## config.mk

```make
export PLATFORM = sky130hd
export DESIGN_NAME = fpCvtUnit
export DESIGN_NICKNAME = d
export VERILOG_FILES = /design/src/hw/fp32Pkg.sv /design/src/hw/cvtPkg.sv /design/src/hw/cvtResultIf.sv /design/src/hw/fpTrunc32.sv /design/src/hw/fpToInt.sv /design/src/hw/cvtCombine.sv /design/src/hw/fpCvtUnit.sv
export SDC_FILE = /design/constraint.sdc
export NUM_CORES = 1
export LEC_CHECK = 0
export BUFFER_PORTS_ARGS = -buffer_cell sky130_fd_sc_hd__buf_2
export CORE_ASPECT_RATIO = 1.1
export CORE_MARGIN = 10
export CORE_UTILIZATION = 60
export DETAILED_ROUTE_END_ITERATION = 6
export GPL_ROUTABILITY_DRIVEN = 0
export PLACE_DENSITY = 0.76
export SETUP_SLACK_MARGIN = 0.5
export SLEW_MARGIN = 5
export SYNTH_ARGS = -nofsm -noshare
export SYNTH_HDL_FRONTEND = slang
export SYNTH_SLANG_ARGS = --single-unit
```

## constraint.sdc

```tcl
create_clock -name clk -period 6.3 [get_ports clk]
set_clock_uncertainty 0.2 [all_clocks]
set_input_delay 0.315 -clock clk [delete_from_list [all_inputs] [get_ports clk]]
set_output_delay 0.315 -clock clk [all_outputs]
set_load 0.01 [all_outputs]
```

## src/hw/fp32Pkg.sv

```systemverilog
// Single-precision float package holding the IEEE 754 word layout and its constants
`default_nettype none

package fp32Pkg;

	// ========================================
	// Field boundaries
	// ========================================

	// Top bit index of the biased exponent field
	localparam int EMSB = 7;

	// Top bit index of the stored fraction field
	localparam int FMSB = 22;

	// ========================================
	// Exponent constants
	// ========================================

	// Biased exponent of the value one
	// An exponent below this marks a magnitude smaller than one
	localparam int expBias = 127;

	// All-ones exponent shared by infinities and NaNs
	// A zero fraction means infinity and anything else is a NaN
	localparam int expMax = 255;

	// ========================================
	// Word layout
	// ========================================

	// One float word with the sign in bit 31, the exponent in bits 30 to 23
	// and the fraction in bits 22 to 0
	// The hidden one is not stored and is restored by whoever needs the significand
	typedef struct packed {
		logic          sign;
		logic [EMSB:0] exp;
		logic [FMSB:0] sig;
	} FP32;

endpackage

`default_nettype wire

```

## src/hw/cvtPkg.sv

```systemverilog
// Conversion package with the operation select and the exception flag layout
`default_nettype none

package cvtPkg;

	// ========================================
	// Operation select
	// ========================================

	// Chooses which of the two parallel paths delivers the result
	// Both paths always run, so this only steers the combining stage
	typedef enum logic {
		// Round toward zero while staying in float format
		opTrunc = 1'b0,
		// Round toward zero into a saturated signed integer
		opToInt = 1'b1
	} cvtOp_e;

	// ========================================
	// Exception flags
	// ========================================

	// Flags raised by one conversion
	// The same layout is used for the per-result flags and the sticky copy
	typedef struct packed {
		// Operand was a NaN
		logic invalid;
		// Integer result was clamped to its largest or smallest value
		logic overflow;
		// Nonzero fraction bits were discarded
		logic inexact;
	} cvtFlags_t;

	// Width of the raw result word carried by every path
	// An integer narrower than this is sign extended into it
	localparam int resWidth = 32;

endpackage

`default_nettype wire

```

## src/hw/cvtResultIf.sv

```systemverilog
// Result bus that carries one conversion path's registered output to the combining stage
`default_nettype none

interface cvtResultIf import cvtPkg::*; ();

	// Raw result word, either a float or a sign-extended integer
	logic [resWidth-1:0] res;

	// Flags that belong to this result
	cvtFlags_t           flags;

	// High for one enabled cycle per accepted operand
	logic                vld;

	// Operation requested with the operand, passed along with the result
	cvtOp_e              op;

	// Driving side, owned by a conversion path
	modport src (output res, output flags, output vld, output op);

	// Receiving side, owned by the combining stage
	modport dst (input res, input flags, input vld, input op);

endinterface

`default_nettype wire

```

## src/hw/fpTrunc32.sv

```systemverilog
// Float truncation path that chops fraction bits below the binary point and stays in float format
`default_nettype none

module fpTrunc32 import fp32Pkg::*, cvtPkg::*; (
	input  wire logic   clk,
	input  wire logic   rst,
	input  wire logic   ce,
	input  wire logic   inVld,
	input  wire cvtOp_e op,
	input  wire FP32    operand,
	cvtResultIf.src     out
);

	// Operand fields
	logic          opSign;
	logic [EMSB:0] opExp;
	logic [FMSB:0] opSig;

	// Number of fraction bits that lie below the binary point
	logic [4:0]    dropBits;
	logic [FMSB:0] fracMask;

	logic          isNan;
	logic          belowOne;
	logic          noFraction;

	FP32           truncVal;
	cvtFlags_t     truncFlags;

	assign opSign = operand.sign;
	assign opExp  = operand.exp;
	assign opSig  = operand.sig;

	assign isNan      = (int'(opExp) == expMax) && (opSig != '0);
	assign belowOne   = opExp < expBias;
	// From exponent 150 upward every stored bit is already an integer bit
	assign noFraction = opExp > expBias + FMSB;

	// Exponent 127 drops all 23 bits and exponent 149 drops only the last one
	assign dropBits = 5'(expBias + FMSB + 1 - int'(opExp));
	assign fracMask = {(FMSB + 1){1'b1}} << dropBits;

	// ========================================
	// Truncation
	// ========================================

	always_comb begin
		truncVal   = operand;
		truncFlags = '0;
		if (belowOne) begin
			// Magnitudes below one become a zero of the same sign
			// Denormals land here as well and count as lost fraction
			truncVal      = '0;
			truncVal.sign = opSign;
			truncFlags.inexact = (opExp != '0) || (opSig != '0);
		end else if (!noFraction) begin
			truncVal.sig       = opSig & fracMask;
			truncFlags.inexact = (opSig & ~fracMask) != '0;
		end else begin
			// Large values, infinities and NaNs pass through untouched
			truncFlags.invalid = isNan;
		end
	end

	// ========================================
	// Output register
	// ========================================

	always_ff @(posedge clk) begin
		if (rst) begin
			out.vld <= 1'b0;
		end else if (ce) begin
			out.vld <= inVld;
		end
	end

	// Payload only loads for an accepted operand
	always_ff @(posedge clk) begin
		if (ce && inVld) begin
			out.res   <= truncVal;
			out.flags <= truncFlags;
			out.op    <= op;
		end
	end

	// The valid bit must come out of reset cleared
	validAfterReset: assert property (@(posedge clk) rst |=> !out.vld)
		else $error("truncation path valid set after reset");

endmodule

`default_nettype wire

```

## src/hw/fpToInt.sv

```systemverilog
// Float to signed integer path that rounds toward zero and saturates out-of-range values
`default_nettype none

module fpToInt import fp32Pkg::*, cvtPkg::*; #(
	parameter int intWidth = 32
) (
	input  wire logic   clk,
	input  wire logic   rst,
	input  wire logic   ce,
	input  wire logic   inVld,
	input  wire cvtOp_e op,
	input  wire FP32    operand,
	cvtResultIf.src     out
);

	// Biased exponent of 2 to the power intWidth-1 as the first magnitude that no longer fits
	localparam int topExp = expBias + intWidth - 1;

	// Saturation limits
	localparam logic [intWidth-1:0] maxPos = {1'b0, {(intWidth - 1){1'b1}}};
	localparam logic [intWidth-1:0] minNeg = {1'b1, {(intWidth - 1){1'b0}}};

	logic          opSign;
	logic [EMSB:0] opExp;
	logic [FMSB:0] opSig;

	// Significand as a fixed-point value with FMSB+1 fraction bits
	logic [5:0]                 shiftAmt;
	logic [63:0]                fixedVal;
	logic [intWidth-1:0]        intMag;
	logic                       lostBits;

	logic                       isNan;
	logic                       isMinInt;
	logic signed [intWidth-1:0] intRes;
	cvtFlags_t                  intFlags;

	assign opSign = operand.sign;
	assign opExp  = operand.exp;
	assign opSig  = operand.sig;

	assign isNan = (int'(opExp) == expMax) && (opSig != '0);

	// Only meaningful for exponents from expBias up to topExp
	assign shiftAmt = 6'(int'(opExp) - expBias);
	assign fixedVal = 64'({1'b1, opSig}) << shiftAmt;

	// Integer part sits above the fraction bits and the rest is shifted out
	assign intMag   = fixedVal[FMSB + 1 +: intWidth];
	assign lostBits = |fixedVal[FMSB:0];

	// At topExp only the negative power of two itself still fits
	assign isMinInt = opSign && (intMag == minNeg);

	// ========================================
	// Conversion
	// ========================================

	always_comb begin
		intRes   = '0;
		intFlags = '0;
		if (isNan) begin
			intRes           = maxPos;
			intFlags.invalid = 1'b1;
		end else if (opExp < expBias) begin
			// Below one truncates to zero
			intFlags.inexact = (opExp != '0) || (opSig != '0);
		end else if ((opExp < topExp) || ((opExp == topExp) && isMinInt)) begin
			intRes           = opSign ? -intMag : intMag;
			intFlags.inexact = lostBits;
		end else begin
			// Too large or infinite, so the result clamps by sign
			intRes            = opSign ? minNeg : maxPos;
			intFlags.overflow = 1'b1;
		end
	end

	// ========================================
	// Output register
	// ========================================

	always_ff @(posedge clk) begin
		if (rst) begin
			out.vld <= 1'b0;
		end else if (ce) begin
			out.vld <= inVld;
		end
	end

	// The signed cast widens with sign extension
	always_ff @(posedge clk) begin
		if (ce && inVld) begin
			out.res   <= resWidth'(intRes);
			out.flags <= intFlags;
			out.op    <= op;
		end
	end

	// A NaN is never also reported as a clamp
	flagsExclusive: assert property (@(posedge clk) disable iff (rst)
		out.vld |-> !(out.flags.overflow && out.flags.invalid))
		else $error("integer path raised overflow and invalid together");

endmodule

`default_nettype wire

```

## src/hw/cvtCombine.sv

```systemverilog
// Combining stage that picks the requested path, registers the result and keeps sticky flags
`default_nettype none

module cvtCombine import cvtPkg::*; #(
	parameter int intWidth = 32
) (
	input  wire logic          clk,
	input  wire logic          rst,
	input  wire logic          ce,
	input  wire logic          clrFlags,
	cvtResultIf.dst            truncIn,
	cvtResultIf.dst            intIn,
	output logic               outVld,
	output logic [resWidth-1:0] result,
	output cvtFlags_t          resFlags,
	output cvtFlags_t          stickyFlags
);

	logic [resWidth-1:0] selRes;
	cvtFlags_t           selFlags;
	cvtFlags_t           stickyBase;

	// Both paths carry the same tag, so the truncation side decides
	always_comb begin
		if (truncIn.op == opToInt) begin
			selRes   = intIn.res;
			selFlags = intIn.flags;
		end else begin
			selRes   = truncIn.res;
			selFlags = truncIn.flags;
		end
	end

	// Clearing happens first so a flag arriving in the same cycle survives
	always_comb begin
		stickyBase = stickyFlags;
		if (clrFlags) begin
			stickyBase = '0;
		end
	end

	// ========================================
	// Control and sticky status
	// ========================================

	always_ff @(posedge clk) begin
		if (rst) begin
			outVld      <= 1'b0;
			stickyFlags <= '0;
		end else if (ce) begin
			outVld <= truncIn.vld;
			if (truncIn.vld) begin
				stickyFlags <= cvtFlags_t'(stickyBase | selFlags);
			end else begin
				stickyFlags <= stickyBase;
			end
		end
	end

	// Result payload
	always_ff @(posedge clk) begin
		if (ce && truncIn.vld) begin
			result   <= selRes;
			resFlags <= selFlags;
		end
	end

	// ========================================
	// Checks
	// ========================================

	// Both paths were fed the same strobe and tag, so they stay in lockstep
	pathsInStep: assert property (@(posedge clk) disable iff (rst)
		(truncIn.vld == intIn.vld) && (!truncIn.vld || (truncIn.op == intIn.op)))
		else $error("conversion paths out of step");

	// A stall must not create a new output pulse
	holdOnStall: assert property (@(posedge clk) disable iff (rst)
		(!ce && !outVld) |=> !outVld)
		else $error("outVld rose after a disabled cycle");

	// The integer word above bit intWidth-1 is pure sign extension
	intSignExt: assert property (@(posedge clk) disable iff (rst)
		intIn.vld |-> ((intIn.res[resWidth-1:intWidth-1] == '0)
			|| (&intIn.res[resWidth-1:intWidth-1])))
		else $error("integer result not sign extended");

endmodule

`default_nettype wire

```

## src/hw/fpCvtUnit.sv

```systemverilog
// Float conversion unit top that runs truncation and integer conversion side by side
`default_nettype none

module fpCvtUnit import cvtPkg::*; #(
	parameter int intWidth = 32
) (
	input  wire logic          clk,
	input  wire logic          rst,
	input  wire logic          ce,
	input  wire logic          inVld,
	input  wire cvtOp_e        op,
	input  wire logic [31:0]   operand,
	input  wire logic          clrFlags,
	output logic               outVld,
	output logic [31:0]        result,
	output cvtFlags_t          resFlags,
	output cvtFlags_t          stickyFlags
);

	// ========================================
	// Path result buses
	// ========================================

	cvtResultIf truncBus ();
	cvtResultIf intBus ();

	// Float truncation, one enabled cycle of latency
	fpTrunc32 i_fpTrunc32 (
		.clk     (clk),
		.rst     (rst),
		.ce      (ce),
		.inVld   (inVld),
		.op      (op),
		.operand (operand),
		.out     (truncBus.src)
	);

	// Integer conversion, same latency as the truncation path
	fpToInt #(
		.intWidth (intWidth)
	) i_fpToInt (
		.clk     (clk),
		.rst     (rst),
		.ce      (ce),
		.inVld   (inVld),
		.op      (op),
		.operand (operand),
		.out     (intBus.src)
	);

	// Selects by tag and adds the second register stage
	cvtCombine #(
		.intWidth (intWidth)
	) i_cvtCombine (
		.clk         (clk),
		.rst         (rst),
		.ce          (ce),
		.clrFlags    (clrFlags),
		.truncIn     (truncBus.dst),
		.intIn       (intBus.dst),
		.outVld      (outVld),
		.result      (result),
		.resFlags    (resFlags),
		.stickyFlags (stickyFlags)
	);

endmodule

`default_nettype wire

```

Yosys cells after proc, flatten, opt, wreduce, memory -nomap -nowiden
Index checks and enable logic that the tools add are counted.

Register bits: 110. Input bits: 38. Output and inout port bits: 39. Logic and storage cells: 63.

Add/subtract/negate cells: 3. $lt $le $gt $ge: 3. Equal/unequal tests: 3. Shift operators: 2. Muxes and demuxes: 15. Bitwise gates (word level): 5. Reduce and logical (&&, ||, !) cells: 13.

Operators by type and width (count): two-way mux 32 bit (4); << shifter 24 x 6 -> 55 bit (1); AND 23 bit (2); nonzero test 23 bit (2); == test 32 bit, second input constant (1); negator 32 bit (1); two-way mux 31 bit (1); two-way mux 23 bit (1); NOT 23 bit (1); OR reduction 23 bit (1); << shifter 23 x 5 -> 23 bit, first input constant (1); two-way mux 3 bit (3); == test 8 x 1 -> 1 bit, second input constant (1); == test 8 bit, second input constant (1); greater-than comparator 8 bit, second input constant (1); less-than comparator 8 x 7 -> 1 bit, second input constant (1); less-than comparator 8 bit, second input constant (1); nonzero test 8 bit (1); two-way mux 1 bit (6); subtractor 6 bit, second input constant (1); logical AND 1 bit (5); subtractor 5 bit, first input constant (1); OR reduction 2 bit (2); bitwise OR 3 bit (1); other kinds (2) (3).

Longest topological paths before layout
Depth in word-level cells: 8. Mapped depth: 20. Mapped depth without buffers: 15.

Cells and area by module
A second synthesis with hierarchy kept.

Cell total of the unflattened synthesis: 934. Area total of the unflattened synthesis: 9231.4 sq um.

Modules (own cells, without submodules): fpToInt (instances 1, cells each 646, area each 5402.7 sq um, sequential area each 1101.1 sq um); fpTrunc32 (instances 1, cells each 196, area each 2069.5 sq um, sequential area each 1071.0 sq um); cvtCombine (instances 1, cells each 92, area each 1759.2 sq um, sequential area each 1131.1 sq um).

Worst setup path before layout
OpenSTA, ideal clock, no wires.

Kind: input port to flip-flop. From: input port operand[23]. To: register i_fpToInt.out.res[28], data pin. Setup time: 259 ps. Arrival time: 4112 ps. Required time: 5841 ps. Path slack: 1729 ps. Stages: 18. Path buffers: 4. Cells stage by stage: inv_2 buf_4 buf_4 ha_1 buf_4 buf_2 mux2_2 mux4_2 mux2i_1 mux2i_1 nand2_1 ha_1 nand3_1 or3_1 nor2_1 and4_1 mux2i_1 a211o_1.

Longest elaborated chain between the ends: 8. Elaborated cells on any way between the ends: 15. Those cells by class: add/sub (2); order compare (2); eq/ne (3); shift (1); mux (3); reduce/logical (4).

RTL lines: start: declaration (RTL line fpCvtUnit.sv:12) `input wire logic [31:0] operand,`; parallel branches: the longest is 8 deep, another holds negator 32 bit; end signal: assignment (RTL line fpToInt.sv:93) `out.res <= resWidth'(intRes);`; end: declaration (RTL line cvtResultIf.sv:19) `modport src (output res, output flags, output vld, output op);`.

Parallel ways; which one is timed is not known. A chain may end at the register's enable or synchronous reset.

Worst setup path in the final report
From: input port operand[23]. To: register i_fpToInt.out.res[9], data pin.

The elaborated chain is that of the path after synthesis.

==> flow_summary_export.csv <==
group,metric,value,unit
logic_synthesis,async_flop_share,0,
hold_path,min_path_cells,2,
sta,fmax,180,MHz
sta,tightest_slew,0.926,ns
worst_setup_path,cp.required,6.18,ns
sta,drv_slew,0,
sta,setup_viol_count_final,0,
finish,nets,950,
logic_synthesis,yosys_warnings,0,
sta,worst_slack,0.752,ns
place,pre_cts_ws,0.488,ns
power,p_comb_frac,0.329,
worst_setup_path,worstSetupEndpointType,"flip-flop",
worst_setup_path,r2r-start,"i_fpTrunc32.out.op",
sta,hold_viol,0,
global_route,grt_pass1_wl,39700,um
power,internal-power,1.40,mW
route,drtAntennaViolNets,0,
logic_synthesis,ys_seq_area_frac,0.386,
worst_setup_path,r2r_cells,4,
global_route,antenna_found_initial,1,
worst_setup_path,cp_data_arrival_time,5.43,ns
floorplan,die_h,144,um
clocking,clock_tree.root_cell,"clkbuf_16",
floorplan,die_area,19200,um2
sta,period_needed,5.55,ns
finish,fillers,1060,
hold_path,hold_end,"i_fpTrunc32.out.res[29]",
global_route,grt.total_usage,0.260,
global_route,grt_max_degree,72,
route,drt_pass1_iterations,6,
global_route,grt-ovfl-total,0,
place,io_buffer_count,76,
job,cap_violations,0,
finish,final_common_cell,"edfxtp_1",
route,wl_per_cell,23.2,um
floorplan,die_w,133,um
sta,tns,0,ns
place,hpwl,18900,um
clocking,clkTransAtPathRegs,0.08,ns
finish,num_antenna_cells,0,
power,powerDensity,232,nW/um2
logic_synthesis,ys_types,81,
logic_synthesis,syn-num-nets,907,
power,swShare,0.346,
route,vias_per_cell,7.00,
power,p_seq_frac,0.406,
logic_synthesis,avgSynthCellArea,9.81,um2
clocking,clkSinkCount,110,
finish,final_cell_mix,"edfxtp_1, nand2_1, buf_2, nor2_1",
floorplan,start_util,0.611,
power,p_sw,0.740,mW
worst_setup_path,r2r-end,"i_cvtCombine.stickyFlags[0]",
sta,finalCritPeriodShare,0.881,
logic_synthesis,ys_ff_latch,110,
worst_setup_path,crit_fanout,23,
clocking,cts_buffers,9,
logic_synthesis,synth_area,8430,um2
clocking,clockBufferDepth,2,
worst_setup_path,critPathKind,"input port to flip-flop",
clocking,postCtsSetupRepairBufs,0,
logic_synthesis,syn_inst,860,
clocking,cts_tree,"built",
worst_setup_path,r2r_slack,4.59,ns
finish,drive_above_1_share,0.237,
finish,regArea,3250,um2
sta,rsz0062_at_grt,"no",
finish,areaGrowthSynthToFinish,9.26,%
hold_path,hold_start,"operand[29]",
route,route.detailed.drc,0,
hold_path,hold_class,"input port to flip-flop",
floorplan,ioPinCount,77,
power,power.leakage,3.43,nW
power,ir_drop,0.130,mV
clocking,clk_latency,0.35,ns
floorplan,core,13800,um2
logic_synthesis,synth_edf_count,105,
worst_setup_path,startpoint_type,"input port",
global_route,grt_pass1_vias,7181,
sta,relSlewSlack,0.378,
run_status,status,"finished, final reports clean",
floorplan,rows,45,
route,drt-total-wl,25500,um
finish,multi_input_area,4820,um2
route,routed-via-count,7670,
logic_synthesis,synth-main-ff-cell,"edfxtp_1",
clocking,htree_num_levels,3,
power,clockPowerShare,0.265,
route,detail_route.iter0.violations,1036,
## cells in the mapped netlist (9+ instances only)
| cell | n | area, um2 |
|---|---|---|
| a211o_1 | 9 | 78.8 |
| a211oi_1 | 9 | 67.6 |
| a21oi_1 | 50 | 250 |
| and2_1 | 12 | 75.1 |
| and3_1 | 15 | 93.8 |
| buf_2 | 15 | 75.1 |
| buf_4 | 12 | 90.1 |
| clkbuf_1 | 29 | 109 |
| edfxtp_1 | 105 | 3150 |
| ha_1 | 9 | 113 |
| mux2_2 | 62 | 698 |
| mux2i_1 | 62 | 621 |
| mux4_2 | 13 | 293 |
| nand2_1 | 94 | 353 |
| nand2b_1 | 9 | 56.3 |
| nand3_1 | 24 | 120 |
| nor2_1 | 64 | 240 |
| nor3_1 | 31 | 155 |
| nor4_1 | 12 | 75.1 |
| o211ai_1 | 10 | 75.1 |
| o21ai_0 | 52 | 260 |
| xor2_1 | 9 | 78.8 |
## through the flow
step,utilization,cell area [um2],cells,hold slack [ns],total power [mW]
CTS,0.668,9210,1096,0.0832,2.12
detailed placement,0.643,8870,1078,0.261,1.55
finish,0.668,9220,1096,0.0997,2.14
global placement,0.643,8870,1078,0.239,1.54
floorplan,-,8430,860,0.184,1.37
global route,0.668,9220,1096,0.0895,2.22
## critical path: stages
cell	delay (ns)
buf_2	0.46
ha_1	0.40
inv_1	0.07
ha_1	0.85
inv_2	0.27
mux4_2	0.53
o21ai_0	0.54
o221ai_1	0.30
nand3_1	0.27
or3_1	0.20
nor4b_2	0.07
o31ai_2	0.58
and2_1	0.44
a21oi_1	0.11
## registers in the layout, summed over array words and instances (netlist names), 2 cells and up
signal,count
i_fpToInt.out.res,32
i_cvtCombine.result,32
i_cvtCombine.resFlags,3
i_fpTrunc32.out.flags,2
i_cvtCombine.stickyFlags,3
i_fpTrunc32.out.res,32
i_fpToInt.out.flags,3
## logic make-up after synthesis
| family | share of synthesized area |
|---|---|
| simple gates | 0.175 |
| flops | 0.386 |
| mux | 0.194 |
| compound gates | 0.165 |
| fa+ha+maj | 0.0134 |
| buf+inv | 0.0433 |
| xor+xnor | 0.0231 |
## power groups by stage
stage               sequential [mW]  combinational (mW)  clock (mW)
finish                        0.868               0.705       0.568
floorplan                     0.883               0.490           0
CTS                           0.869               0.675       0.577
detailed placement            0.885               0.670           0
global route                  0.872               0.748       0.604
global placement              0.883               0.655           0
## final cells by class
type                    instances  share of cell area
multi-input cells             674               0.523
flip-flops and latches        110               0.353
clock inverters                 7              0.0102
repair buffers                 98              0.0597
clock buffers                   9              0.0244
inverters                      10             0.00407
well taps                     188              0.0255
## timing repair
item	in CTS	in global routing
hold endpoints to repair	4	0
resized for setup	0	1
hold buffers	2	0
setup endpoints to repair	0	7
## worst max path at each step
stage                     start                     to  slack, ns  cells past startpoint
global placement    operand[23]   i_fpToInt.out.res[9]       0.62                     14
CTS                 operand[23]   i_fpToInt.out.res[2]       0.84                     15
floorplan           operand[23]  i_fpToInt.out.res[28]       1.73                     18
detailed placement  operand[23]   i_fpToInt.out.res[2]       0.49                     15
global route        operand[23]   i_fpToInt.out.res[2]       0.51                     15
finish              operand[23]   i_fpToInt.out.res[9]       0.75                     14
## per-layer routing
| metal | part of all wire | wire length, um | GRT usage |
|---|---|---|---|
| met1 | 0.37 | 9410 | 0.316 |
| met2 | 0.46 | 11600 | 0.414 |
| met3 | 0.11 | 2870 | 0.0684 |
| met4 | 0.060 | 1540 | 0.147 |
| met5 | 0.00047 | 12 | 0 |
No activity file was read; power rests on OpenSTA's default activity.
